$ cat src/verilog/ittage_pkg.sv
`default_nettype none

package ittage_pkg;

    parameter int NUM_BANKS   = 4;
    parameter int PC_BITS     = 32;
    parameter int GHIST_BITS  = 64;
    parameter int TAG_BITS    = 9;
    parameter int CTR_BITS    = 2;
    parameter int U_BITS      = 2;
    parameter int OFFSET_BITS = 20;  // A target is this offset followed by a zero bit.
    parameter int RESETU_BITS = 6;

    // Only the two indirect kinds train the predictor.
    typedef enum logic [2:0] {
        BR_COND,
        BR_DIRECT,
        BR_INDIRECT,
        BR_IND_CALL,
        BR_RETURN
    } br_kind_e;

    // What one bank returns from a lookup.
    typedef struct packed {
        logic                   hit;
        logic [CTR_BITS-1:0]    ctr;
        logic [U_BITS-1:0]      u;
        logic [OFFSET_BITS-1:0] offset;
    } bank_entry_t;

    // Leaves with a prediction and comes back with its update.
    typedef struct packed {
        logic [NUM_BANKS-1:0]   provider;    // One-hot, all zero when nothing hit.
        logic [CTR_BITS-1:0]    ctr;
        logic [OFFSET_BITS-1:0] offset;
        logic [OFFSET_BITS-1:0] alt_offset;
        logic [NUM_BANKS-1:0]   u_busy;      // Set where the read row has nonzero usefulness.
    } ittage_meta_t;

endpackage

`default_nettype wire

$ cat src/verilog/ittage_hash.sv
`timescale 1ns/100ps
`default_nettype none

module ittage_hash #(
    parameter int SET_BITS = 6,
    parameter int HIST_LEN = 4
) (
    input  logic [ittage_pkg::PC_BITS-1:0]    pc,
    input  logic [ittage_pkg::GHIST_BITS-1:0] ghist,
    output logic [SET_BITS-1:0]               idx,
    output logic [ittage_pkg::TAG_BITS-1:0]   tag
);

    logic [SET_BITS-1:0]             idx_fold;
    logic [ittage_pkg::TAG_BITS-1:0] tag_fold;
    logic [ittage_pkg::TAG_BITS-1:0] tag_mix;

    // Bit 0 of the history is the newest outcome.
    always_comb begin
        idx_fold = '0;
        tag_fold = '0;
        for (int i = 0; i < HIST_LEN; i++) begin
            idx_fold[i % SET_BITS] ^= ghist[i];
            tag_fold[i % ittage_pkg::TAG_BITS] ^= ghist[i];
        end
    end

    // Index and tag take disjoint PC ranges so they stay uncorrelated.
    assign idx     = idx_fold ^ pc[SET_BITS:1];
    assign tag_mix = tag_fold ^ pc[SET_BITS+ittage_pkg::TAG_BITS:SET_BITS+1];

    // A zero tag marks an empty row, so a computed zero is moved to one.
    assign tag = (tag_mix == '0) ? {{(ittage_pkg::TAG_BITS-1){1'b0}}, 1'b1} : tag_mix;

endmodule

`default_nettype wire

$ cat config.mk
export PLATFORM = sky130hd
export DESIGN_NAME = ittage_hash
export DESIGN_NICKNAME = d
export VERILOG_FILES = /design/src/verilog/ittage_pkg.sv /design/src/verilog/ittage_hash.sv
export SDC_FILE = /design/constraint.sdc
export NUM_CORES = 1
export LEC_CHECK = 0
export BUFFER_PORTS_ARGS = -buffer_cell sky130_fd_sc_hd__buf_2
export CORE_AREA = 2 2 43 45
export DETAILED_ROUTE_END_ITERATION = 8
export DIE_AREA = 0 0 45 47
export GPL_ROUTABILITY_DRIVEN = 0
export PLACE_DENSITY = 0.89
export SLEW_MARGIN = 5
export SYNTH_ARGS = -nofsm -noshare
export SYNTH_HDL_FRONTEND = slang
export SYNTH_SLANG_ARGS = --single-unit
$ cat constraint.sdc
create_clock -name vclk -period 1
set_input_delay 0.05 -clock vclk [all_inputs]
set_output_delay 0.05 -clock vclk [all_outputs]
set_load 0.01 [all_outputs]
== Yosys cells after proc, flatten, opt, wreduce, memory -nomap -nowiden ==
Index checks and enable logic that the tools add are counted.
Cells by class
  $mul: 0
  add/sub/neg operators: 0
  mux-type cells: 1
  bitwise gates (word level): 2
  div/mod/pow operators: 0
  equality and inequality tests: 0
  reductions and logical operators: 1
  $lt $le $gt $ge: 0
  shifts and indexed selects: 0
Operators with widths (number)
  zero test 9 bit: 1
  2-to-1 mux 9 bit: 1
  XOR 4 x 9 -> 9 bit: 1
  XOR 4 x 6 -> 6 bit: 1
Word-level totals
  output and inout port bits: 15
  input port bits: 96
  bits in registers: 0
  bits in latches: 0
  RAM bits: 0
  memory bits (read-only): 0
  memories: 0

== Logic depth before layout (Yosys ltp) ==
Gate-level depths: netlist (run 1).
  depth in word-level cells: 3
  depth in mapped cells: 3
  mapped depth without buffers: 3

== Worst setup path before layout (run 1) ==
Ideal clock, no wire load.
  path type: input to output
  start point: input pc[11] (netlist name)
  end point: output tag[0] (netlist name)
  cell stages on the path: 3
  arrival time: 1.146 ns
  path slack: -0.196 ns
  cells stage by stage: or4_1 -> or4_1 -> o21ai_1
Between the ends
  longest elaborated chain between the ends: 3
RTL lines
  start, declared: line ittage_hash.sv:8  | input logic [ittage_pkg::PC_BITS-1:0] pc,
  XOR 4 x 9 -> 9 bit: line ittage_hash.sv:30  | assign tag_mix = tag_fold ^ pc[SET_BITS+ittage_pkg::TAG_BITS:SET_BITS+1];
  zero test 9 bit: line ittage_hash.sv:33  | assign tag = (tag_mix == '0) ? {{(ittage_pkg::TAG_BITS-1){1'b0}}, 1'b1} : tag_mix;
  2-to-1 mux 9 bit: line ittage_hash.sv:33
  end, declared: line ittage_hash.sv:11  | output logic [ittage_pkg::TAG_BITS-1:0] tag
Every way passes these cells.

== Final worst setup path (run 1) ==
Same ends and word-level chain as after synthesis.

==> impl_metrics.csv, run 1 <==
group,metric,value,unit
status,outcome,"complete, but fails checks",
status,violations,"setup timing",
job,cap_violations,0,
pwr,p_per_area,506,mW/mm^2
worst_setup_path,crit_required,950,ps
synthesis,ys_top_cells_by_area,"xor2_1 (47%), buf_4 (12%), clkbuf_1 (12%), or4_1 (12%), dlygate4sd3_1 (7.7%)",
synthesis,avgSynthCellArea,7.23,sq um
final_layout,regArea,0,sq um
synthesis,synth.most_common_cell,"xor2_1",
pwr,ir_drop,0.135,mV
final_layout,fin_nets,141,
grt,antenna_found_initial,0,
placed_design,dp_hpwl,558,um
drt,wl_per_cell,9.73,um
timing,tightest_slew,218,ps
timing,rsz0062_at_grt,"yes",
min_path,hold_depth,0,
synthesis,ys_warn_count,0,
floorplanning,initial_core_util,7.88,%
drt,drc,0,
grt,grt_start_max_net_pins,3,
grt,gr-usage-all-layers,5.32,%
worst_setup_path,start_kind,"primary input",
worst_setup_path,critical_path_class,"primary input to output pin",
drt,drt_iter0_drc,0,
floorplanning,dieArea,0.00212,sq mm
timing,period_minus_slack,1380,ps
placed_design,io_buffers,30,
worst_setup_path,critical_path_arrival,1330,ps
final_layout,design_area,297,sq um
timing,setup_viol,1,
timing,finalHoldViolations,0,
min_path,hold_start,"pc[6]",
timing,slew_headroom,85.4,%
min_path,min_to,"idx[5]",
final_layout,nClkBuffers,0,
grt,overflow,0,
placed_design,post-place-ws,-419,ps
grt,grt_pass1_wl,821,um
min_path,hold_class,"primary input to output pin",
synthesis,ys_types,7,
floorplanning,core_area,0.00165,sq mm
timing,finalCritPeriodShare,138,%
timing,slew_viol_final,0,
drt,ant_nets,0,
drt,viasPerCell,3.63,
floorplanning,rows,15,
grt,grt_pass1_vias,202,
final_layout,layout-drive-gt1-share,79.1,%
floorplanning,die_x,45,um
placed_design,dpl_cell_area,280,sq um
clock_network,cts_setup_buffers,0,
synthesis,yosysTopAreaCell,"xor2_1",
timing,layout_setup_ws,-379,ps
timing,fmax,725,MHz
drt,firstDrtPassIters,1,
drt,totalWireLength,584,um
final_layout,syn_to_final_growth,128,%
synthesis,synth_cells,18,
drt,vias,218,
synthesis,yosysSeqAreaShare,0,%
synthesis,synth_top_cells_by_count,"xor2_1 (7), clkbuf_1 (4), buf_4 (2), or4_1 (2)",
worst_setup_path,path_max_fanout,2,
worst_setup_path,worstSetupEndpointType,"output pin",
final_layout,n_antenna_cell,0,
pwr,report.power.total,0.150,mW
synthesis,synthesis.nets,114,
synthesis,synth_top_area_share,47.1,%
final_layout,seq_cell_count,0,
floorplanning,fp.dieH,47,um
floorplanning,io_pins,111,
synthesis,netlist_area,130,sq um
pwr,leakage,0.169,nW
[placed cells by master, fill, tap and decap left out, drive strengths merged]
cell type / instances
xor2: 7
xnor2: 1
o21ai: 1
buf: 32
or4: 2
[critical path, cell delays in order]
cell and delay, ps:
buf_6 90, or4_1 510, or4_4 430, o21ai_2 120, buf_2 140
[power breakdown]
group	internal (mW)	switching [mW]	total (mW)
combinational	0.0783	0.0718	0.150
sequential	0	0	0
clock	0	0	0
total	0.0783	0.0718	0.150
[how the worst max path moves through the flow]
stage	startpoint	to	slack [ps]	cells after the start
after detailed placement	pc[11]	tag[0]	-420	5
after floorplan	pc[11]	tag[0]	-170	3
after global placement	pc[11]	tag[0]	-370	5
final	pc[11]	tag[0]	-380	5
after global routing	pc[11]	tag[0]	-420	5
after CTS	pc[11]	tag[0]	-390	5
[logic make-up (layout without fill, tap and decap cells)]
kind of cell | count (synthesis) | count (layout) | synth area share (%)
xor+xnor | 8 | 8 | 53.8
buf+inv | 7 | 32 | 30.8
simple gates | 2 | 2 | 11.5
compound gates | 1 | 1 | 3.84
[layer usage]
metal,share of wire (%),track usage [%],wire (um)
met1,42,7.27,246
met2,42,9.43,244
met3,16,0.769,93
met4,0,0,0
met5,0,0,0
[stage by stage]
step / util, % / setup TNS (ps) / instances / hold slack [ps]
2_1_floorplan: - / -172 / 18 / 176
3_3_place_gp: 17.0 / -371 / 60 / 100
3_5_place_dp: 17.0 / -419 / 60 / 100
4_1_cts: 18.0 / -394 / 60 / 100
5_1_grt: 18.0 / -417 / 60 / 100
6_report: 18.0 / -379 / 60 / 100
[repair_timing]
item	4_1_cts	5_1_grt
setup endpoints to repair	1	1
hold buffers	0	0
resized for setup	3	0
[final cells by class]
| type | instances | area, sq um |
|---|---|---|
| Fill cell | 188 | 1360 |
| Timing Repair Buffer | 32 | 178 |
| Multi-Input combinational cell | 11 | 97.6 |
| Tap cell | 17 | 21.3 |
Power figures use the tool's default switching activity.
==> run 2: changes to the inputs <==
--- a/config.mk
+++ b/config.mk
@@ -10,7 +10,7 @@
 export DETAILED_ROUTE_END_ITERATION = 8
 export DIE_AREA = 0 0 45 47
 export GPL_ROUTABILITY_DRIVEN = 0
-export PLACE_DENSITY = 0.89
+export PLACE_DENSITY_LB_ADDON = 0.1
 export SLEW_MARGIN = 5
 export SYNTH_ARGS = -nofsm -noshare
 export SYNTH_HDL_FRONTEND = slang
==> run 2 against run 1 <==
The run still ends with setup timing left. Global-route usage shrank 2.3 points. Die area is the same. Final area shrank 0.84%. Power shrank 2.9%. Largest cell class unchanged.
==> impl_metrics.csv, run 2 (same netlist as run 1, synthesis figures left out) <==
group,metric,value,unit
status,outcome,"complete, but fails checks",
status,violations,"setup timing",
worst_setup_path,worst-path-buf-inv,2,
worst_setup_path,slowest_stage,"or4_4",
pwr,p_per_area,496,mW/mm^2
final_layout,nClkBuffers,0,
timing,slew_viol_final,0,
grt,grt_start_max_net_pins,3,
floorplanning,core_area,0.00165,sq mm
final_layout,layout_commonest_cell,"buf_2",
pwr,swShare,47.3,%
final_layout,syn_to_final_growth,126,%
grt,gr-usage-all-layers,3.02,%
pwr,ir_drop,0.103,mV
final_layout,layout-drive-gt1-share,81.4,%
drt,wl_per_cell,7.43,um
worst_setup_path,critical_path_class,"primary input to output pin",
worst_setup_path,startpoint,"pc[15]",
pwr,leakage,0.169,nW
job,cap_violations,0,
floorplanning,dieArea,0.00212,sq mm
floorplanning,initial_core_util,7.88,%
drt,firstDrtPassIters,1,
final_layout,fin_nets,141,
timing,finalCritPeriodShare,137,%
drt,drt_iter0_drc,0,
final_layout,layout_common_cells,"buf_2 (29), xor2_1 (7), or4_4 (2), buf_4 (2)",
floorplanning,rows,15,
drt,ant_nets,0,
floorplanning,fp.dieH,47,um
pwr,p_int,0.0768,mW
pwr,p_seq_share,0,%
grt,grt_pass1_vias,130,
worst_setup_path,path_max_fanout,2,
timing,fmax,729,MHz
drt,drc,0,
timing,period_minus_slack,1370,ps
floorplanning,die_x,45,um
pwr,combPwrFrac,100.0,%
final_layout,regArea,0,sq um
final_layout,fin_cells,60,
worst_setup_path,slowest_delay,510,ps
worst_setup_path,crit_top_cell,"or4_4",
worst_setup_path,worstSetupEndpointType,"output pin",
pwr,clockPowerShare,0,%
worst_setup_path,crit_chain,"buf_6 -> or4_4 -> or4_4 -> o21ai_2 -> buf_2",
timing,setup_viol,1,
pwr,switching_power,0.0689,mW
grt,antenna_found_initial,0,
final_layout,fin_util,17.8,%
final_layout,seq_cell_count,0,
worst_setup_path,start_kind,"primary input",
placed_design,io_buffers,30,
pwr,report.power.total,0.146,mW
timing,layout_setup_ws,-372,ps
grt,overflow,0,
floorplanning,io_pins,111,
drt,viasPerCell,3.47,
drt,totalWireLength,446,um
min_path,hold_start,"pc[6]",
placed_design,post-place-ws,-422,ps
final_layout,nFillCells,192,
worst_setup_path,critical_path_arrival,1320,ps
final_layout,n_antenna_cell,0,
placed_design,dp.cells,60,
worst_setup_path,crit_required,950,ps
timing,rsz0062_at_grt,"yes",
timing,finalHoldViolations,0,
grt,grt_pass1_wl,489,um
drt,vias,208,
min_path,hold_class,"primary input to output pin",
timing,fin_setup_tns,-372,ps
timing,tightest_slew,209,ps
timing,slew_headroom,86.0,%
worst_setup_path,crit_family,"simple AND/OR/NAND/NOR gates",
[run 2: area by class of cell]
type / count / area (sq um) / share of cell area (%)
timing repair buffer: 32 / 171 / 58.3
tap: 17 / 21.3 / 7.23
multi-input combinational: 11 / 101 / 34.5
[run 2: worst paths after layout]
kind	end	slack [ps]	cells after the start
worst min-delay path	idx[5]	100	0
worst max-delay path	tag[0]	-370	5
[run 2: power groups by stage]
stage	Clock, mW	Sequential [mW]	Combinational, mW
3_5_place_dp	0	0	0.144
4_1_cts	0	0	0.149
5_1_grt	0	0	0.160
2_1_floorplan	0	0	0.0701
3_3_place_gp	0	0	0.146
6_report	0	0	0.146
[run 2: layer usage]
layer	track usage [%]	part of all wire, %
met1	3.64	28
met3	2.31	27
met2	4.57	44
met4	0	0
met5	0	0
[run 2: through the flow]
step / area [sq um] / hold slack (ps)
after global placement: 280 / 100
after floorplan: 134 / 176
after detailed placement: 280 / 100
final: 294 / 100
after CTS: 294 / 100
after global routing: 294 / 100
[run 2: what timing repair did]
action | CTS | global route
endpoints found under the setup margin | 1 | 1
gates resized for setup | 3 | 0
pin swaps | 1 | 0
hold buffers | 0 | 0
setup buffers | 0 | 0
endpoints found under the hold margin | 0 | 0
