**src/verilog/ittage_pkg.sv**
```systemverilog
`default_nettype none

package ittage_pkg;

    parameter int NUM_BANKS   = 4;
    parameter int PC_BITS     = 32;
    parameter int GHIST_BITS  = 64;
    parameter int TAG_BITS    = 9;
    parameter int CTR_BITS    = 2;
    parameter int U_BITS      = 2;
    parameter int OFFSET_BITS = 20;  // A target is this offset followed by a zero bit.
    parameter int RESETU_BITS = 6;

    // Only the two indirect kinds train the predictor.
    typedef enum logic [2:0] {
        BR_COND,
        BR_DIRECT,
        BR_INDIRECT,
        BR_IND_CALL,
        BR_RETURN
    } br_kind_e;

    // What one bank returns from a lookup.
    typedef struct packed {
        logic                   hit;
        logic [CTR_BITS-1:0]    ctr;
        logic [U_BITS-1:0]      u;
        logic [OFFSET_BITS-1:0] offset;
    } bank_entry_t;

    // Leaves with a prediction and comes back with its update.
    typedef struct packed {
        logic [NUM_BANKS-1:0]   provider;    // One-hot, all zero when nothing hit.
        logic [CTR_BITS-1:0]    ctr;
        logic [OFFSET_BITS-1:0] offset;
        logic [OFFSET_BITS-1:0] alt_offset;
        logic [NUM_BANKS-1:0]   u_busy;      // Set where the read row has nonzero usefulness.
    } ittage_meta_t;

endpackage

`default_nettype wire

```
**src/verilog/ittage_update_if.sv**
```systemverilog
`timescale 1ns/100ps
`default_nettype none

interface ittage_update_if #(
    parameter int NUM_BANKS = ittage_pkg::NUM_BANKS
);

    logic                                           wr_en;
    logic [NUM_BANKS-1:0]                           provider;
    logic [NUM_BANKS-1:0]                           alloc;
    logic [NUM_BANKS-1:0][ittage_pkg::CTR_BITS-1:0] ctr_new;  // Per bank, since provider and
                                                              // new entry differ.
    logic [NUM_BANKS-1:0]                           u_en;
    logic [ittage_pkg::U_BITS-1:0]                  u_new;
    logic [ittage_pkg::OFFSET_BITS-1:0]             offset_new;
    logic                                           clear_u;

    modport policy (
        output wr_en, provider, alloc, ctr_new, u_en, u_new, offset_new, clear_u
    );

    modport bank (
        input wr_en, provider, alloc, ctr_new, u_en, u_new, offset_new, clear_u
    );

endinterface

`default_nettype wire
```
**src/verilog/ittage_bank.sv**
```systemverilog
`timescale 1ns/100ps
`default_nettype none

module ittage_bank #(
    parameter int SET_BITS = 6,
    parameter int BANK_ID  = 0
) (
    input  logic                            clk,
    input  logic                            rst,
    input  logic                            rd_en,
    input  logic [SET_BITS-1:0]             rd_idx,
    input  logic [ittage_pkg::TAG_BITS-1:0] rd_tag,
    ittage_update_if.bank                   upd,
    input  logic [SET_BITS-1:0]             wr_idx,
    input  logic [ittage_pkg::TAG_BITS-1:0] wr_tag,
    output ittage_pkg::bank_entry_t         entry
);

    localparam int ROWS = 1 << SET_BITS;

    logic [ittage_pkg::TAG_BITS-1:0]    tag_mem [ROWS];
    logic [ittage_pkg::CTR_BITS-1:0]    ctr_mem [ROWS];
    logic [ittage_pkg::OFFSET_BITS-1:0] off_mem [ROWS];
    logic [ittage_pkg::U_BITS-1:0]      u_mem   [ROWS];

    logic [ittage_pkg::TAG_BITS-1:0]    lk_tag_q;
    logic [ittage_pkg::TAG_BITS-1:0]    row_tag_q;
    logic [ittage_pkg::CTR_BITS-1:0]    row_ctr_q;
    logic [ittage_pkg::U_BITS-1:0]      row_u_q;
    logic [ittage_pkg::OFFSET_BITS-1:0] row_off_q;

    logic is_prov;
    logic is_alloc;
    logic ctr_zero;

    assign is_prov  = upd.wr_en & upd.provider[BANK_ID];
    assign is_alloc = upd.wr_en & upd.alloc[BANK_ID];
    assign ctr_zero = (upd.ctr_new[BANK_ID] == '0);

    always_ff @(posedge clk) begin
        if (rd_en) begin
            lk_tag_q  <= rd_tag;
            row_tag_q <= tag_mem[rd_idx];
            row_ctr_q <= ctr_mem[rd_idx];
            row_u_q   <= u_mem[rd_idx];
            row_off_q <= off_mem[rd_idx];
        end
    end

    assign entry.hit    = (row_tag_q != '0) && (row_tag_q == lk_tag_q);  // Empty rows never hit.
    assign entry.ctr    = row_ctr_q;
    assign entry.u      = row_u_q;
    assign entry.offset = row_off_q;

    always_ff @(posedge clk or posedge rst) begin
        if (rst) begin
            for (int r = 0; r < ROWS; r++) begin
                tag_mem[r] <= '0;
                ctr_mem[r] <= '0;
                off_mem[r] <= '0;
            end
        end else begin
            if (is_prov || is_alloc) begin
                tag_mem[wr_idx] <= wr_tag;
                ctr_mem[wr_idx] <= upd.ctr_new[BANK_ID];
            end
            if (is_alloc || (is_prov && ctr_zero)) begin
                off_mem[wr_idx] <= upd.offset_new;  // Confidence ran out, take the new target.
            end
        end
    end

    always_ff @(posedge clk or posedge rst) begin
        if (rst) begin
            for (int r = 0; r < ROWS; r++) begin
                u_mem[r] <= '0;
            end
        end else if (upd.clear_u) begin
            for (int r = 0; r < ROWS; r++) begin
                u_mem[r] <= '0;
            end
        end else if (is_alloc) begin
            u_mem[wr_idx] <= '0;
        end else if (upd.wr_en && upd.u_en[BANK_ID]) begin
            u_mem[wr_idx] <= upd.u_new;
        end
    end

endmodule

`default_nettype wire

```
**src/flat_wrapper.sv**
```systemverilog
// flat-port wrapper written by rule: the top's interface ports become plain ports
module ittage_bank_flat 
#(
    parameter int SET_BITS = 6,
    parameter int BANK_ID  = 0
)
  (clk, rst, rd_en, rd_idx, rd_tag, wr_idx, wr_tag, entry, upd_wr_en, upd_provider, upd_alloc, upd_ctr_new, upd_u_en, upd_u_new, upd_offset_new, upd_clear_u);
  ittage_update_if upd_i ();
  input  logic clk;
  input  logic rst;
  input  logic rd_en;
  input  logic [SET_BITS-1:0] rd_idx;
  input  logic [ittage_pkg::TAG_BITS-1:0] rd_tag;
  input  logic [SET_BITS-1:0] wr_idx;
  input  logic [ittage_pkg::TAG_BITS-1:0] wr_tag;
  output ittage_pkg::bank_entry_t entry;
  input wire logic [$bits(upd_i.wr_en)-1:0] upd_wr_en;
  input wire logic [$bits(upd_i.provider)-1:0] upd_provider;
  input wire logic [$bits(upd_i.alloc)-1:0] upd_alloc;
  input wire logic [$bits(upd_i.ctr_new)-1:0] upd_ctr_new;
  input wire logic [$bits(upd_i.u_en)-1:0] upd_u_en;
  input wire logic [$bits(upd_i.u_new)-1:0] upd_u_new;
  input wire logic [$bits(upd_i.offset_new)-1:0] upd_offset_new;
  input wire logic [$bits(upd_i.clear_u)-1:0] upd_clear_u;
  assign upd_i.wr_en = upd_wr_en;
  assign upd_i.provider = upd_provider;
  assign upd_i.alloc = upd_alloc;
  assign upd_i.ctr_new = upd_ctr_new;
  assign upd_i.u_en = upd_u_en;
  assign upd_i.u_new = upd_u_new;
  assign upd_i.offset_new = upd_offset_new;
  assign upd_i.clear_u = upd_clear_u;
  ittage_bank #(.SET_BITS(SET_BITS), .BANK_ID(BANK_ID)) u_core (.clk(clk), .rst(rst), .rd_en(rd_en), .rd_idx(rd_idx), .rd_tag(rd_tag), .upd(upd_i), .wr_idx(wr_idx), .wr_tag(wr_tag), .entry(entry));
endmodule
```
**config.mk**
```make
export PLATFORM = sky130hd
export DESIGN_NAME = ittage_bank_flat
export DESIGN_NICKNAME = d
export VERILOG_FILES = /design/src/verilog/ittage_pkg.sv /design/src/verilog/ittage_update_if.sv /design/src/verilog/ittage_bank.sv /design/src/flat_wrapper.sv
export SDC_FILE = /design/constraint.sdc
export NUM_CORES = 2
export LEC_CHECK = 0
export BUFFER_PORTS_ARGS = -buffer_cell sky130_fd_sc_hd__buf_2
export CORE_MARGIN = 8
export CORE_UTILIZATION = 28
export CTS_CLUSTER_DIAMETER = 200
export DETAILED_ROUTE_END_ITERATION = 8
export PLACE_DENSITY_LB_ADDON = 0.1
export SLEW_MARGIN = 20
export SYNTH_ARGS = -nofsm -noshare
export SYNTH_HDL_FRONTEND = slang
export SYNTH_SLANG_ARGS = --single-unit
```
**constraint.sdc**
```tcl
create_clock -name clk -period 71 [get_ports clk]
set_input_delay 7.1 -clock clk [delete_from_list [all_inputs] [get_ports clk]]
set_output_delay 7.1 -clock clk [all_outputs]
set_load 0.01 [all_outputs]
```
# Word level (Yosys, flattened, before mapping)
# Cells that the tools add are included.
[totals] reg_bits=2154 wordCells=305
[classes] order_cmp=3 n_eq_ne=1 muxes=25 n_bitwise=6 reduce_logical=9
[ops] op="$bwmux 1280" n=1
[ops] op="$bwmux 576" n=1
[ops] op="$mux 128" n=3
[ops] op="$bwmux 128" n=2
[ops] op="$and 128x128->128" n=1
[ops] op="$not 128->128" n=1
[ops] op="$bmux 20 s6" n=1
[ops] op="$demux 20 s6" n=1
[ops] op="$mux 20" n=3
[ops] op="$bmux 9 s6" n=1
[ops] op="$demux 9 s6" n=1
[ops] op="$mux 9" n=3
[ops] op="$bmux 2 s6" n=2
[ops] op="$ge 7x7->1 const B" n=2
[ops] op="$not 6->7" n=2
[ops] op="$demux 2 s6" n=1
[ops] op="$mux 2" n=5
[ops] op="$eq 9x9->1" n=1
[ops] op="$reduce_bool 9->1" n=1
[ops] op="$lt 7x1->1 const B" n=1
[ops] op="$logic_and 1x1->1" n=4
[ops] op="$reduce_bool 3->1" n=1
[ops] op="$and 1x1->1" n=2
[ops] op="$logic_not 2->1" n=1
[ops] op="$logic_or 1x1->1" n=2

# Longest topological paths before layout
[depth] word_depth=9 depth_mapped=9 depth_no_buf=5

# Worst setup path after synthesis
# No wires, ideal clock.
[synth_timing] path_type="input to register" startpoint="input port rd_idx[0]" endpoint="register u_core.row_off_q[13] in the netlist's numbering, data pin" arrival_ns=8.689 required_ns=70.745 path_slack_ns=62.056 cell_stages=7 cell_sequence="buf_4 -> buf_4 -> buf_2 -> mux4_2 -> a22oi_1 -> nand4_1 -> and3_1"
[synth_between] elab_chain_len=4
[synth_lines] item="start: declaration" line_no="flat_wrapper.sv:12" source="input logic [SET_BITS-1:0] rd_idx;"
[synth_lines] item="$not 6->7 (implied by the code)" line_no="ittage_bank.sv:46" source="row_off_q <= off_mem[rd_idx];"
[synth_lines] item="$bmux 20 s6" line_no="ittage_bank.sv:46"
[synth_lines] item="$mux 20 (implied by the code) (2 in a row)" line_no="ittage_bank.sv:46"
[synth_lines] item="end signal: assignment" line_no="ittage_bank.sv:46"
[synth_lines] item="end: declaration" line_no="ittage_bank.sv:30" source="logic [ittage_pkg::OFFSET_BITS-1:0] row_off_q;"
# No other way between the ends. The select of a mux whose other input is x is not followed.
# A chain may end at the register's enable or synchronous reset.

==> impl_metrics.ini <==
[outcome]
outcome = completed

[power]
seqPwrFrac_pct = 45.2
p_per_area_mw_per_mm2 = 27.7
swShare_pct = 25.1
p_comb_share_pct = 10.4
p_leak_uw = 0.0510
clkPwrFrac_pct = 44.3
p_int_uw = 2320
ir_drop_mv = 0.0151
p_switching_uw = 778

[sta]
fin_skew_ns = 0.0459
hold_viol_final = 0
rsz0062_at_grt = false
maxSlewHeadroom_pct = 21.2
drv_slew = 0
fin_crit_ns = 11.92
timing.setup.tns_ns = 0
period_share_pct = 16.8
setup_violations = 0
fmax_ghz = 0.0839
tightest_slew_ns = 1.18
holdWs_ns = 0.484

[global_routing]
grt_remaining_overflow = 0
grt_pass1_vias = 61500
grt_pass1_wl_mm = 473
grt_max_degree = 177
antenna_found_initial = 25
gr-usage-all-layers_pct = 17.7

[drt]
wire_per_inst_um = 29.6
drc = 0
routed_wl_mm = 328
drt-initial-drc-count = 3484
num_vias = 56600
dr.pass1.iters = 5
ant_nets = 0
routed_via_density = 5.10

[clock_tree]
ctsHoldBuffers = 0
cts_buffer_depth = 4
clockRootBuffer = clkbuf_16
ctsHtreeMaxLevel = 5
clkSinkCount = 2154
cts_setup_buffers = 0
cts_resized = 0
path_clk_slew_ns = 0.05
cts_buffers = 269
insertion_delay_ns = 0.90
cts_tree = built

[die]
die_h_um = 607
io_pins = 102
initial_core_util_pct = 28.1
core-area_mm2 = 0.348
die_area_mm2 = 0.368
std_cell_rows = 217
die_x_um = 607

[logic_synthesis]
synthFlopType = dfrtp_1
synthDistinctLibCells = 55
yosys_warnings = 0
synthCells = 6375
synth.area.top_cells = dfrtp_1 (54%), mux2_2 (23%), mux4_2 (12%)
synth_top_cell_by_area = dfrtp_1
syn_area_per_cell_um2 = 15.3
synth_commonest_cells = dfrtp_1 (2,112), mux2_2 (1,976), mux4_2 (508)
synth_edf_count = 42
synth_most_common_cell = dfrtp_1
synth_top_area_share_pct = 54.1
async_reset_ff_share_pct = 98.1
netlist_area_mm2 = 0.0977
ys_seq_elements = 2154
syn-num-nets = 6452
yosysSeqAreaShare_pct = 55.4

[finish]
finalNetCount = 6370
drive_above_1_share_pct = 50.9
fin_cells = 11100
fillers = 34200
final_core_util_pct = 32.1
syn_to_final_growth_pct = 14.3

[worst_setup_path]
start_kind = input port
crit_arrival_ns = 12.79
critPathMaxFanout = 149
criticalPathCategory = in -> async
required_ns = 71.87
endpoint_kind = asynchronous set/reset pin

[worst_hold_path]
min_path_type = reg -> reg

[placed_design]
dp_hpwl_mm = 193
dp_cells = 10600
gp_congestion = 0.721
port_buffers = 86

[run]
maxCapViolCount = 0
## sequential cells by signal, indices dropped and copies added, names as in the netlist
name and cells:
u_core.row_tag_q 9, u_core.off_mem 1280, u_core.row_u_q 2, u_core.lk_tag_q 9
u_core.tag_mem 576, u_core.ctr_mem 128, u_core.row_ctr_q 2, u_core.row_off_q 20
u_core.u_mem 128
## cells by family after synthesis
kind of cell    synth area share (%)
compound gates                  3.34
mux                             35.1
buf+inv                         3.28
flops                           55.4
xor+xnor                      0.0717
simple gates                    2.83
## final timing paths
kind / from / to / slack [ns] / cells past startpoint
max: rst / u_core.off_mem[224] / 59.08 / 8
min: u_core.tag_mem[33] / u_core.tag_mem[33] / 0.48 / 1
max reg2reg: u_core.off_mem[1203] / u_core.row_off_q[3] / 67.99 / 4
min reg2reg: u_core.tag_mem[33] / u_core.tag_mem[33] / 0.48 / 1
max in group clk: rd_idx[0] / u_core.row_off_q[6] / 59.39 / 10
min in group asynchronous: rst / u_core.ctr_mem[104] / 6.42 / 2
## layout by cell type (no fill, tap or decap), types with 45 or more instances in the layout
cell and count:
nand2_1 193, clkbuf_1 75, dfrtp_1 2112, nand3_1 61, mux2_2 1976, clkbuf_16 277, clkbuf_8 50, o22ai_1 63
a22o_1 131, nor2_1 45, buf_4 219, mux4_2 508, a22oi_1 59, nand4_1 60, o221ai_1 52, a21oi_1 80
buf_2 81
## power groups by stage
stage	Clock (uW)	Combinational, uW	Sequential (uW)
after CTS	1420	332	1400
after global placement	0	325	1420
after global routing	1470	350	1420
after floorplan	0	233	1420
final	1370	324	1400
after detailed placement	0	332	1420
## area by class of cell
class / instances / area, um2 / share of cell area [%]
clock buffers: 402 / 7900 / 7.07
clock inverters: 70 / 818 / 0.732
flip-flops and latches: 2154 / 54100 / 48.4
multi-input cells: 3549 / 40800 / 36.5
well taps: 4599 / 5750 / 5.15
repair buffers: 317 / 2340 / 2.09
inverters: 2 / 16.3 / 0.0146
diodes: 13 / 32.5 / 0.0291
## worst max-delay path, cell delays in order
cell and delay (ns):
buf_2 0.13, inv_8 0.52, buf_4 0.77, buf_12 0.65
buf_4 0.79, buf_12 0.62, buf_4 0.78, buf_4 0.85
## stage by stage
stage,setup WS [ns],power (uW),cell area [um2]
3_5_place_dp,57.89,1750,103000
6_report,59.08,3100,112000
4_1_cts,58.89,3160,112000
5_1_grt,58.22,3240,112000
2_1_floorplan,4.24,1650,97700
3_3_place_gp,58.01,1740,103000
## layer usage
metal	vias up	global-route usage, %	routed length, um
met4	8	4.05	8070
met1	31500	24.2	149000
met3	425	2.63	12900
met5	-	0	48
met2	993	29.6	159000
li1	23700	-	-
Power figures use the tool's default switching activity.
