File: src/verilog/ittage_pkg.sv
`default_nettype none

package ittage_pkg;

    parameter int NUM_BANKS   = 4;
    parameter int PC_BITS     = 32;
    parameter int GHIST_BITS  = 64;
    parameter int TAG_BITS    = 9;
    parameter int CTR_BITS    = 2;
    parameter int U_BITS      = 2;
    parameter int OFFSET_BITS = 20;  // A target is this offset followed by a zero bit.
    parameter int RESETU_BITS = 6;

    // Only the two indirect kinds train the predictor.
    typedef enum logic [2:0] {
        BR_COND,
        BR_DIRECT,
        BR_INDIRECT,
        BR_IND_CALL,
        BR_RETURN
    } br_kind_e;

    // What one bank returns from a lookup.
    typedef struct packed {
        logic                   hit;
        logic [CTR_BITS-1:0]    ctr;
        logic [U_BITS-1:0]      u;
        logic [OFFSET_BITS-1:0] offset;
    } bank_entry_t;

    // Leaves with a prediction and comes back with its update.
    typedef struct packed {
        logic [NUM_BANKS-1:0]   provider;    // One-hot, all zero when nothing hit.
        logic [CTR_BITS-1:0]    ctr;
        logic [OFFSET_BITS-1:0] offset;
        logic [OFFSET_BITS-1:0] alt_offset;
        logic [NUM_BANKS-1:0]   u_busy;      // Set where the read row has nonzero usefulness.
    } ittage_meta_t;

endpackage

`default_nettype wire

File: src/verilog/ittage_select.sv
`timescale 1ns/100ps
`default_nettype none

module ittage_select #(
    parameter int NUM_BANKS = ittage_pkg::NUM_BANKS
) (
    input  logic                                    clk,
    input  logic                                    rst,
    input  logic                                    valid_in,
    input  ittage_pkg::bank_entry_t [NUM_BANKS-1:0] entries,
    output logic                                    pred_valid,
    output logic                                    pred_hit,
    output logic [ittage_pkg::PC_BITS-1:0]          pred_target,
    output ittage_pkg::ittage_meta_t                pred_meta
);

    localparam int TGT_PAD = ittage_pkg::PC_BITS - ittage_pkg::OFFSET_BITS - 1;

    logic                               s1_valid;
    logic                               prov_found;
    logic                               alt_found;
    logic [NUM_BANKS-1:0]               prov_oh;
    logic [NUM_BANKS-1:0]               busy;
    ittage_pkg::bank_entry_t            prov_entry;
    logic [ittage_pkg::OFFSET_BITS-1:0] alt_offset;

    // Walk from the longest history down; first hit provides, second is the alternate.
    always_comb begin
        prov_found = 1'b0;
        alt_found  = 1'b0;
        prov_oh    = '0;
        prov_entry = '0;
        alt_offset = '0;
        for (int b = NUM_BANKS - 1; b >= 0; b--) begin
            busy[b] = (entries[b].u != '0);
            if (entries[b].hit && !prov_found) begin
                prov_found = 1'b1;
                prov_oh[b] = 1'b1;
                prov_entry = entries[b];
            end else if (entries[b].hit && !alt_found) begin
                alt_found  = 1'b1;
                alt_offset = entries[b].offset;
            end
        end
    end

    always_ff @(posedge clk or posedge rst) begin
        if (rst) begin
            s1_valid   <= 1'b0;
            pred_valid <= 1'b0;
        end else begin
            s1_valid   <= valid_in;  // Bank rows are registered at this stage.
            pred_valid <= s1_valid;
        end
    end

    always_ff @(posedge clk) begin
        if (s1_valid) begin
            pred_hit             <= prov_found;
            pred_target          <= {{TGT_PAD{1'b0}}, prov_entry.offset, 1'b0};
            pred_meta.provider   <= prov_oh;
            pred_meta.ctr        <= prov_entry.ctr;
            pred_meta.offset     <= prov_entry.offset;
            pred_meta.alt_offset <= alt_offset;
            pred_meta.u_busy     <= busy;
        end
    end

endmodule

`default_nettype wire

File: config.mk
export PLATFORM = sky130hd
export DESIGN_NAME = ittage_select
export DESIGN_NICKNAME = d
export VERILOG_FILES = /design/src/verilog/ittage_pkg.sv /design/src/verilog/ittage_select.sv
export SDC_FILE = /design/constraint.sdc
export NUM_CORES = 1
export LEC_CHECK = 0
export BUFFER_PORTS_ARGS = -buffer_cell sky130_fd_sc_hd__buf_2
export CORE_ASPECT_RATIO = 1.75
export CORE_MARGIN = 2
export CORE_UTILIZATION = 36
export CTS_CLUSTER_SIZE = 20
export DETAILED_ROUTE_END_ITERATION = 12
export PLACE_DENSITY_LB_ADDON = 0.08
export SYNTH_ARGS = -nofsm -noshare
export SYNTH_HDL_FRONTEND = slang
export SYNTH_SLANG_ARGS = --single-unit
File: constraint.sdc
create_clock -name clk -period 1.7 [get_ports clk]
set_input_delay 0.425 -clock clk [delete_from_list [all_inputs] [get_ports clk]]
set_output_delay 0.425 -clock clk [all_outputs]
set_load 0.005 [all_outputs]
# Word level (Yosys, flattened, before mapping)

Cells that the tools add are included.

Flip-flop bits (word level): 53
Output and inout bits: 84

Muxes and demuxes: 20
Reductions and logical operators: 14

Operator list:

| kind                | count |
|---|---|
| $mux W20            | 6 |
| $mux W24            | 4 |
| $mux W1             | 10 |
| $reduce_bool A2 Y1  | 4 |
| $logic_and A1 B1 Y1 | 5 |
| $logic_not A1 Y1    | 5 |

# Depth between registers and ports, before layout

Gate-level depths: netlist of run 1.

Depth after elaboration: 12
Depth in mapped cells: 6
Mapped depth without buffers: 3

# Least setup slack after synthesis of run 1

No wires, ideal clock.

Kind: reg-to-reg
Start: reg s1_valid
End: reg pred_hit (enable)
Arrival: 1335 ps
Data required time: 1292 ps
Path slack: -43 ps
Cell stages (with the launch flop): 1
Path buffers: 0
Cell sequence: dfrtp_1

RTL lines:

| element                | RTL line            | source |
|---|---|---|
| start, declared        | ittage_select.sv:19 | `logic s1_valid;` |
| start signal, assigned | ittage_select.sv:52 | `s1_valid <= valid_in;` |
| end signal, assigned   | ittage_select.sv:59 | `pred_hit <= prov_found;` |
| end, declared          | ittage_select.sv:12 | `output logic pred_hit,` |

No word-level cell between the ends.

# Worst setup path after layout of run 1

Start: in entries[74] (netlist name)
End: reg pred_meta[10] (netlist name) (data pin)

Word-level cells in the longest chain between the ends: 10
Elaborated cells on any way between the ends: 21

RTL lines:

| element                                        | RTL line                                 | source |
|---|---|---|
| start, declared                                | ittage_select.sv:10                      | `input ittage_pkg::bank_entry_t [NUM_BANKS-1:0] entries,` |
| $mux W1 or $logic_and A1 B1 Y1 (tied branches) | ittage_select.sv:40, ittage_select.sv:36 |  |
| $mux W1                                        | ittage_select.sv:36                      | `if (entries[b].hit && !prov_found) begin` |
| $logic_not A1 Y1                               | ittage_select.sv:40                      | `end else if (entries[b].hit && !alt_found) begin` |
| $logic_and A1 B1 Y1                            | ittage_select.sv:40                      |  |
| $mux W1                                        | ittage_select.sv:40                      |  |
| $mux W1                                        | ittage_select.sv:36                      |  |
| $logic_not A1 Y1                               | ittage_select.sv:40                      |  |
| $logic_and A1 B1 Y1                            | ittage_select.sv:40                      |  |
| $mux W20                                       | ittage_select.sv:40                      |  |
| $mux W20 (*)                                   | ittage_select.sv:36                      |  |
| net alt_offset (one bit)                       | ittage_select.sv:25                      | `logic [ittage_pkg::OFFSET_BITS-1:0] alt_offset;` |
| end, declared                                  | ittage_select.sv:14                      | `output ittage_pkg::ittage_meta_t pred_meta` |

Mark *: on every way through the listed nets, which the timed path passes. The rest lies on a longest branch.
A chain may end at the register's enable or synchronous reset.

==> results of run 1 <==
power by group through the flow:
| stage | registers (mW) | logic, mW | clock network, mW |
|---|---|---|---|
| 3_5_place_dp | 1.60 | 0.644 | 0 |
| 3_3_place_gp | 1.60 | 0.635 | 0 |
| 5_1_grt | 1.59 | 0.717 | 1.25 |
| 4_1_cts | 1.58 | 0.647 | 1.19 |
| 2_1_floorplan | 1.63 | 0.357 | 0 |
| 6_report | 1.57 | 0.638 | 1.17 |
worst min-delay path by stage:
stage	startpoint	end	slack, ns	cells past startpoint
after CTS	valid_in	s1_valid	0.23	1
after global routing	valid_in	s1_valid	0.23	1
after floorplan	rst	pred_valid	0.17	1
final	valid_in	s1_valid	0.24	1
after global placement	rst	pred_valid	0.27	2
after detailed placement	rst	pred_valid	0.28	2
cell usage after synthesis (all sizes together):
library cell,number,share of area (%)
nor2b,3,0.59
clkbuf,3,0.35
o21ai,43,6.8
xnor2,1,0.28
conb,1,0.12
nor2,20,2.4
or4,1,0.24
or2,4,0.79
nor4b,1,0.75
dfrtp,2,1.6
inv,2,0.24
edfxtp,51,48
a21oi,20,3.1
nor3b,1,0.24
buf,55,12
a221o,20,6.3
a22o,20,5.5
nand2b,22,4.3
a221oi,2,0.55
nand4bb,1,0.35
nand2,42,5.0
registers in the layout, summed over array words and instances, names as in the netlist:
signal	cells
s1_valid	1
pred_valid	1
pred_hit	1
pred_target	20
pred_meta	30
cells by family (layout without fill, tap and decap cells):
logic type / after synthesis / after routing / share of synthesized area (%)
AO/OA/AOI/OAI: 105 / 105 / 22.25
AND/OR/NAND/NOR: 95 / 95 / 14.58
buffers and inverters: 60 / 203 / 13.09
flip-flops: 53 / 53 / 49.69
XOR/XNOR: 1 / 1 / 0.2752
other: 1 / 12 / 0.1178
metrics by stage:
stage / setup slack, ns / instance area, um^2
final: 0.3422 / 4177
after global routing: 0.2422 / 4177
after CTS: 0.3512 / 4177
after detailed placement: 0.03564 / 3998
after global placement: 0.06656 / 3998
after floorplan: 0.2097 / 3226
final cells by class:
class                           count  area, um^2
Clock buffer                        5       125.1
Clock inverter                      3       43.79
Fill cell                         862        4438
Inverter                            2       7.507
Multi-Input combinational cell    213        1230
Sequential cell                    53        1583
Tap cell                          117       146.4
Timing Repair Buffer              193        1041
routing by layer:
layer  vias up  GRT usage, %  part of all wire [%]
met4         0         5.462                   1.5
met5         -             0                     0
met3         9         2.349                   5.8
met2       116         32.25                    54
li1       1410             -                     -
met1      1316         21.32                    38
repair_timing:
item	4_1_cts	5_1_grt
buffers inserted	0	0
hold endpoints to repair	2	0
hold buffers	1	0
==> results.md, run 1 <==
* IO Pins at 187
* Slowest-stage cell, CP: a221o_1
* Net Sw Frac at 24.32%
* Comb pwr share at 18.8%
* RePlAce Congestion at 0.8144
* CTS buffer count at 5
* Mapped Avg Cell Area at 10.10 um^2
* Placed insts at 577
* R2r endpoint: pred_target[19]
* Clock network power share at 34.7%
* Psw at 0.8234 mW
* Maximum clock rate at 736.5 MHz
* Netlist Area Pre-Place at 3183 um^2
* Sink Count at 53
* Max Clock Skew at 0.006354 ns
* Total GRT Usage at 17.85%
* Fin nets at 571
* Full die area at 9640 um^2
* PortBufs at 174
* Worst r2r src: s1_valid
* Setup crit start kind: primary input
* Outcome: completed
* Tot Pwr at 3.386 mW
* Commonest non-fill, non-tap cells in the layout: 174 x buf_2, 51 x edfxtp_1, 42 x nand2_1, 31 x o21ai_0, 22 x nand2b_1
* Hold WC Path Type: in -> reg
* Pleak at 1.937 nW
* Max-cap viol count at 0
* Worst vdd ir at 0.4019 mV
* Crit path max fanout at 36
* Cells along the critical path: buf_2, buf_4, o21ai_0, a221o_1
* Cell Int Power at 2.562 mW
* Iteration-0 DRC Markers at 110
* Antenna Nets Post-Route at 0
* Post-CTS Resized at 0
* #FFs+latches synth at 53
* Layout Cells excl Fill at 586
* H-tree depth at 2
* RSZ-0062 raised after global routing: no
* Total congestion overflow at 0
* Clock-pin transition on the worst setup and hold timing paths at 0.08 ns
* CP peak stage delay at 0.36 ns
* WL/cell at 15.03 um
* Worst path arrival time at 1.41 ns
* DR vias/cell at 4.865
* Diodes inserted at 0
* Vias in the first global route at 2,617
* R2r setup slk at 0.61 ns
* Crit path launch: entries[74]
* Tcrit/Tclk final at 79.87%
* Largest net degree at the start of global routing at 37
* Die H at 128.4 um
* Pwr Density at 810.6 nW/um^2
* Worst hold margin at 0.2377 ns
* Yosys warning total at 0
* Final Max Tran Viols at 0
* Setup_tns at 0 ns
* Worst Setup End Kind: flip-flop
* CORE AREA at 8615 um^2
* Critical path destination: pred_meta[10]
* Initial antenna violation count at 0
* Worst-Skew Late Latency at 0.29 ns
* Setup-failing EPs final at 0
* First-pass GRT wire length at 13,030 um
* Critical path type: in -> reg
* Critical path buffer and inverter count at 2
* Drt drc at 0
* Die W at 75.08 um
* Delay-heaviest family, CP: compound AO/OA/AOI/OAI gates
* Row Count at 45
* Min Clock Period, post-route at 1.358 ns
* R2r worst-path depth at 1
* Cells after synthesis at 315
* DRT Pass-1 Iters at 7
* CP required at 1.75 ns
* Sequential fraction of design power at 46.5%
* DR vias at 2,851
* Starting Density at 36.95%
* CTS Buffer Depth at 2
* DP HPWL at 6638 um
* Clock tree from TritonCTS: built
* Area growth syn-to-layout at 31.21%
* Yosys cell types at 25
* Root buf cell: clkbuf_16
* WP depth at 4
* Final core occ at 48.48%
* Sequential-to-total area share from yosys stat at 49.69%
* Commonest non-fill, non-tap cell in the layout: buf_2
* Final hold vios at 0
* Share of cells above drive strength 1 at 44.35%
* Final wirelength at 8808 um
Power figures use the tool's default switching activity.
==> run 2, diff against run 1 <==
==> constraint.sdc (replaced) <==
create_clock -name clk -period 1.29 [get_ports clk]
set_input_delay 0.3225 -clock clk [delete_from_list [all_inputs] [get_ports clk]]
set_output_delay 0.3225 -clock clk [all_outputs]
set_load 0.005 [all_outputs]
==> run 2 against run 1 <==
Die area unchanged. Non-clock buffer count increased by 8. Count of clock-buffer cells in the layout grew 1. Utilization grew 1.6 points. Sequential power increased by 32%. Register-to-register slack worse by 0.28 ns. Sequential cell count unchanged. Clock skew shrank 0.0012 ns. Largest cell class unchanged.
==> results.md, run 2 (synthesized netlist as in run 1, its figures left out) <==
* Outcome: completed
* Sink Count at 53
* # fillers at 836
* Hold WC Path Type: in -> reg
* Maximum clock rate at 824.6 MHz
* Vias in the first global route at 2,690
* CORE AREA at 8615 um^2
* R2r worst-path depth at 1
* Worst r2r src: s1_valid
* Fin worst setup slack at 0.07724 ns
* Root buf cell: clkbuf_16
* Fin nets at 579
* Min Clock Period, post-route at 1.213 ns
* Worst Hold Launch: valid_in
* Worst Setup End Kind: flip-flop
* CP required at 1.33 ns
* Commonest non-fill, non-tap cell in the layout: buf_2
* Pleak at 2.000 nW
* DP HPWL at 6689 um
* R2r setup slk at 0.33 ns
* Tcrit/Tclk final at 94.01%
* Clock-pin transition on the worst setup and hold timing paths at 0.07 ns
* DR vias at 2,914
* Pwr Density at 1058 nW/um^2
* Commonest non-fill, non-tap cells in the layout: 174 x buf_2, 51 x edfxtp_1, 42 x nand2_1, 28 x o21ai_0, 22 x nand2b_1
* PortBufs at 174
* Top Registers: pred_meta x30, pred_target x20
* Final Max Tran Viols at 0
* Cells along the critical path: buf_2, nand4bb_1, o21ai_2, buf_4, a221o_1
* Antenna Nets Post-Route at 0
* Total congestion overflow at 0
* DRT Pass-1 Iters at 4
* Final hold vios at 0
* Hold depth at 1
* CTS Buffer Depth at 2
* Die W at 75.08 um
* Initial antenna violation count at 0
* Critical path type: in -> reg
* Starting Density at 36.95%
* Clock tree from TritonCTS: built
* CP peak stage delay at 0.30 ns
* Diodes inserted at 0
* DP Worst Slack at -0.2458 ns
* Setup crit start kind: primary input
* H-tree depth at 2
* Max-cap viol count at 0
* Die H at 128.4 um
* IO Pins at 187
* RePlAce Congestion at 0.8136
* Iteration-0 DRC Markers at 146
* Largest net degree at the start of global routing at 54
* Largest register FFs at 30
* Drt drc at 0
* First-pass GRT wire length at 12,990 um
* Area growth syn-to-layout at 35.53%
* Endpoint, Worst Hold: s1_valid
* Final wirelength at 8969 um
* Max Clock Skew at 0.005166 ns
* Share of cells above drive strength 1 at 45.91%
* RSZ-0062 raised after global routing: no
* R2r endpoint: pred_meta[12]
* Worst vdd ir at 0.8356 mV
* Crit path max fanout at 7
* Total GRT Usage at 17.78%
* DR vias/cell at 4.906
* WL/cell at 15.10 um
* Setup-failing EPs final at 0
* CTS buffer count at 5
* Largest reg by FF count: pred_meta
* Row Count at 45
* Post-CTS Resized at 0
* Full die area at 9640 um^2
* Worst path arrival time at 1.26 ns
* Slowest-stage cell, CP: a221o_1
* Setup_tns at 0 ns
* Worst-Skew Late Latency at 0.30 ns
[run 2: stage by stage]
stage                     total power [mW]  utilization [%]  hold WS [ns]  cells  area (um^2)
after floorplan                      2.638                -       0.06362    326         3273
after global placement               2.998            47.92        0.1705    585         4128
after detailed placement             3.011            47.92        0.1723    585         4128
after CTS                            4.606            50.08        0.1322    594         4314
after global routing                 4.769            50.08        0.1300    594         4314
final                                4.563            50.08        0.1356    594         4314
[run 2: critical path, delay by kind of cell]
kind	cells	cell delay [ns]
buffers and inverters	2	0.37
AOI/OAI and AO/OA	2	0.39
and+or+nand+nor	1	0.17
[run 2: area by class of cell]
class	count	area [um^2]	area share, %
inverter	2	7.507	0.1740
clock buffer	6	138.9	3.219
clock inverter	2	37.54	0.8701
multi-input combinational	213	1250	28.97
tap	117	146.4	3.393
sequential	53	1583	36.69
timing repair buffer	201	1151	26.68
[run 2: timing repair]
item / 4_1_cts / 5_1_grt
hold buffers: 1 / 0
buffers inserted: 0 / 0
hold endpoints to repair: 2 / 0
[run 2: worst max path at each step]
stage,start,end,cells past startpoint
final,entries[74],pred_meta[6],5
after global routing,entries[74],pred_meta[6],5
after CTS,entries[74],pred_meta[6],5
after detailed placement,entries[74],pred_meta[7],5
after global placement,entries[74],pred_target[8],5
after floorplan,entries[74],pred_meta[11],6
[run 2: report_power, final]
group	switching [mW]	internal, mW
Combinational	0.431	0.457
Sequential	0.0429	2.04
Clock	0.626	0.970
[run 2: metal layers]
metal	global-route usage, %	part of all wire, %	routed length, um
met4	9.034	3.2	284
met1	19.63	37	3340
met2	31.32	54	4813
met3	3.367	5.9	531
met5	0	0	0
==> run 3, diff against run 2 <==
--- a/config.mk
+++ b/config.mk
@@ -7,7 +7,7 @@
 export LEC_CHECK = 0
 export BUFFER_PORTS_ARGS = -buffer_cell sky130_fd_sc_hd__buf_2
 export CORE_ASPECT_RATIO = 1.75
-export CORE_MARGIN = 2
+export CORE_MARGIN = 5
 export CORE_UTILIZATION = 36
 export CTS_CLUSTER_SIZE = 20
 export DETAILED_ROUTE_END_ITERATION = 12
==> constraint.sdc (replaced) <==
create_clock -name clk -period 1.29 [get_ports clk]
set_input_delay 0.0645 -clock clk [delete_from_list [all_inputs] [get_ports clk]]
set_output_delay 0.0645 -clock clk [all_outputs]
set_load 0.005 [all_outputs]
==> run 3 against run 2 <==
Die area grew 13%. Total power shrank 2.0%. Count of clock-buffer cells in the layout shrank 1. Hold slack lost 0.11 ns. Global-route usage shrank 0.70 points. Via count shrank 0.14%. Utilization shrank 1.5 points. Largest power group unchanged.
==> results.md, run 3 (synthesized netlist as in run 1, its figures left out) <==
* Cells along the critical path: buf_2, buf_4, nor2b_1, a221oi_1, o21ai_1
* Largest register FFs at 30
* DR vias/cell at 4.941
* Root buf cell: clkbuf_16
* Largest reg by FF count: pred_meta
* Worst Setup End Kind: flip-flop
* Total GRT Usage at 17.08%
* CORE AREA at 8671 um^2
* Met2 routed WL at 4908 um
* Max layer used: met5
* RSZ-0062 raised after global routing: no
* Commonest non-fill, non-tap cell in the layout: buf_2
* DR vias at 2,910
* Largest net degree at the start of global routing at 38
* Share of cells above drive strength 1 at 44.49%
* Clock tree from TritonCTS: built
* Drt drc at 0
* Clock network power share at 34.5%
* Max Clock Skew at 0.002735 ns
* Slowest-stage cell, CP: a221oi_1
* Sequential fraction of design power at 46.4%
* Post-CTS setup repair buffer count at 0
* H-tree depth at 2
* Psw at 1.087 mW
* Crit path max fanout at 27
* Total congestion overflow at 0
* DRT Pass-1 Iters at 4
* Fin worst setup slack at 0.3018 ns
* Cell Int Power at 3.387 mW
* WL/cell at 15.75 um
* First-pass GRT wire length at 14,340 um
* Commonest non-fill, non-tap cells in the layout: 174 x buf_2, 51 x edfxtp_1, 42 x nand2_1, 31 x o21ai_0, 22 x nand2b_1
* Die W at 81.08 um
* Worst hold margin at 0.02478 ns
* Min Clock Period, post-route at 0.9882 ns
* CP peak stage delay at 0.29 ns
* DP Worst Slack at -0.01714 ns
* Worst-Skew Late Latency at 0.29 ns
* Hold depth at 2
* Met1 wire length at 3249 um
* Die H at 134.4 um
* Fin nets at 574
* Final hold vios at 0
* # fillers at 908
* R2r worst-path depth at 1
* Antenna Nets Post-Route at 0
* Top Registers: pred_meta x30, pred_target x20
* RePlAce Congestion at 0.7954
* CP required at 1.33 ns
* Clock-pin transition on the worst setup and hold timing paths at 0.07 ns
* Net Sw Frac at 24.30%
* Outcome: completed
* Pleak at 1.952 nW
* Sink Count at 53
* Tcrit/Tclk final at 76.61%
* PortBufs at 174
* Final wirelength at 9277 um
* CTS buffer count at 5
* Setup crit start kind: primary input
* Vias in the first global route at 2,956
* Maximum clock rate at 1012 MHz
* Pwr Density at 1061 nW/um^2
* Worst vdd ir at 0.4619 mV
* DP HPWL at 7087 um
* Diodes inserted at 0
* Post-CTS Resized at 0
* Final Max Tran Viols at 0
* Row Count at 45
* Iteration-0 DRC Markers at 146
* Area growth syn-to-layout at 32.47%
* Hold WC Path Type: in -> reg
* Critical path type: in -> reg
* Initial antenna violation count at 1
* CTS Buffer Depth at 2
* Metal3 WL at 806 um
* Setup-failing EPs final at 0
* Starting Density at 36.71%
* Max-cap viol count at 0
* Comb pwr share at 19.1%
* Full die area at 10,900 um^2
* IO Pins at 187
* Worst path arrival time at 1.03 ns
==> run 3: changes by cell type in the layout (fill, tap and decap cells not counted), sizes merged <==
| cell | delta |
|---|---|
| buf | -6 |
| clkinv | +1 |
| clkbuf | -1 |
| dlygate4sd3 | +1 |
==> run 3: final timing paths <==
path,start,end,slack [ns]
setup / recovery,entries[74],pred_meta[44],0.30
setup reg to reg,s1_valid,pred_target[1],0.36
hold reg to reg,s1_valid,pred_valid,0.67
max in group asynchronous,rst,s1_valid,1.02
hold / removal,entries[70],pred_meta[2],0.02
min in group asynchronous,rst,s1_valid,0.15
==> run 3: final cells by class <==
class | count | area (um^2) | area share (%)
timing repair buffer | 196 | 1079 | 25.58
sequential | 53 | 1583 | 37.54
clock inverter | 3 | 46.29 | 1.098
clock buffer | 5 | 125.1 | 2.967
inverter | 2 | 7.507 | 0.1780
multi-input combinational | 213 | 1230 | 29.17
tap | 117 | 146.4 | 3.472
==> run 3: per-stage QoR <==
| step | total power, mW | instance area, um^2 | setup TNS (ns) | instances | utilization (%) |
|---|---|---|---|---|---|
| after floorplan | 2.620 | 3226 | 0 | 326 | - |
| after global placement | 2.963 | 4025 | 0 | 579 | 46.42 |
| after detailed placement | 2.976 | 4025 | -0.01714 | 579 | 46.42 |
| after CTS | 4.536 | 4217 | 0 | 589 | 48.63 |
| after global routing | 4.707 | 4217 | 0 | 589 | 48.63 |
| final | 4.474 | 4217 | 0 | 589 | 48.63 |
==> run 3: power groups by stage <==
stage	combinational, mW	clock [mW]	sequential, mW
after floorplan	0.470	0	2.15
after global placement	0.848	0	2.11
after detailed placement	0.861	0	2.11
after CTS	0.869	1.59	2.08
after global routing	0.957	1.66	2.09
final	0.856	1.54	2.08
==> run 3: repair_timing <==
action                                 CTS  global route
setup endpoints to repair                0             0
hold buffers                             2             0
endpoints found under the hold margin    3             0
==> run 3: worst max-delay path, delay by kind of cell <==
| family | cells | cell delay (ns) |
|---|---|---|
| buffers and inverters | 2 | 0.46 |
| AND/OR/NAND/NOR | 1 | 0.10 |
| AO/OA/AOI/OAI | 2 | 0.40 |
==> run 3: layer usage <==
metal	vias up	GRT usage, %
li1	1417	-
met1	1339	18.48
met2	133	30.24
met3	19	4.301
met4	2	8.083
met5	-	0
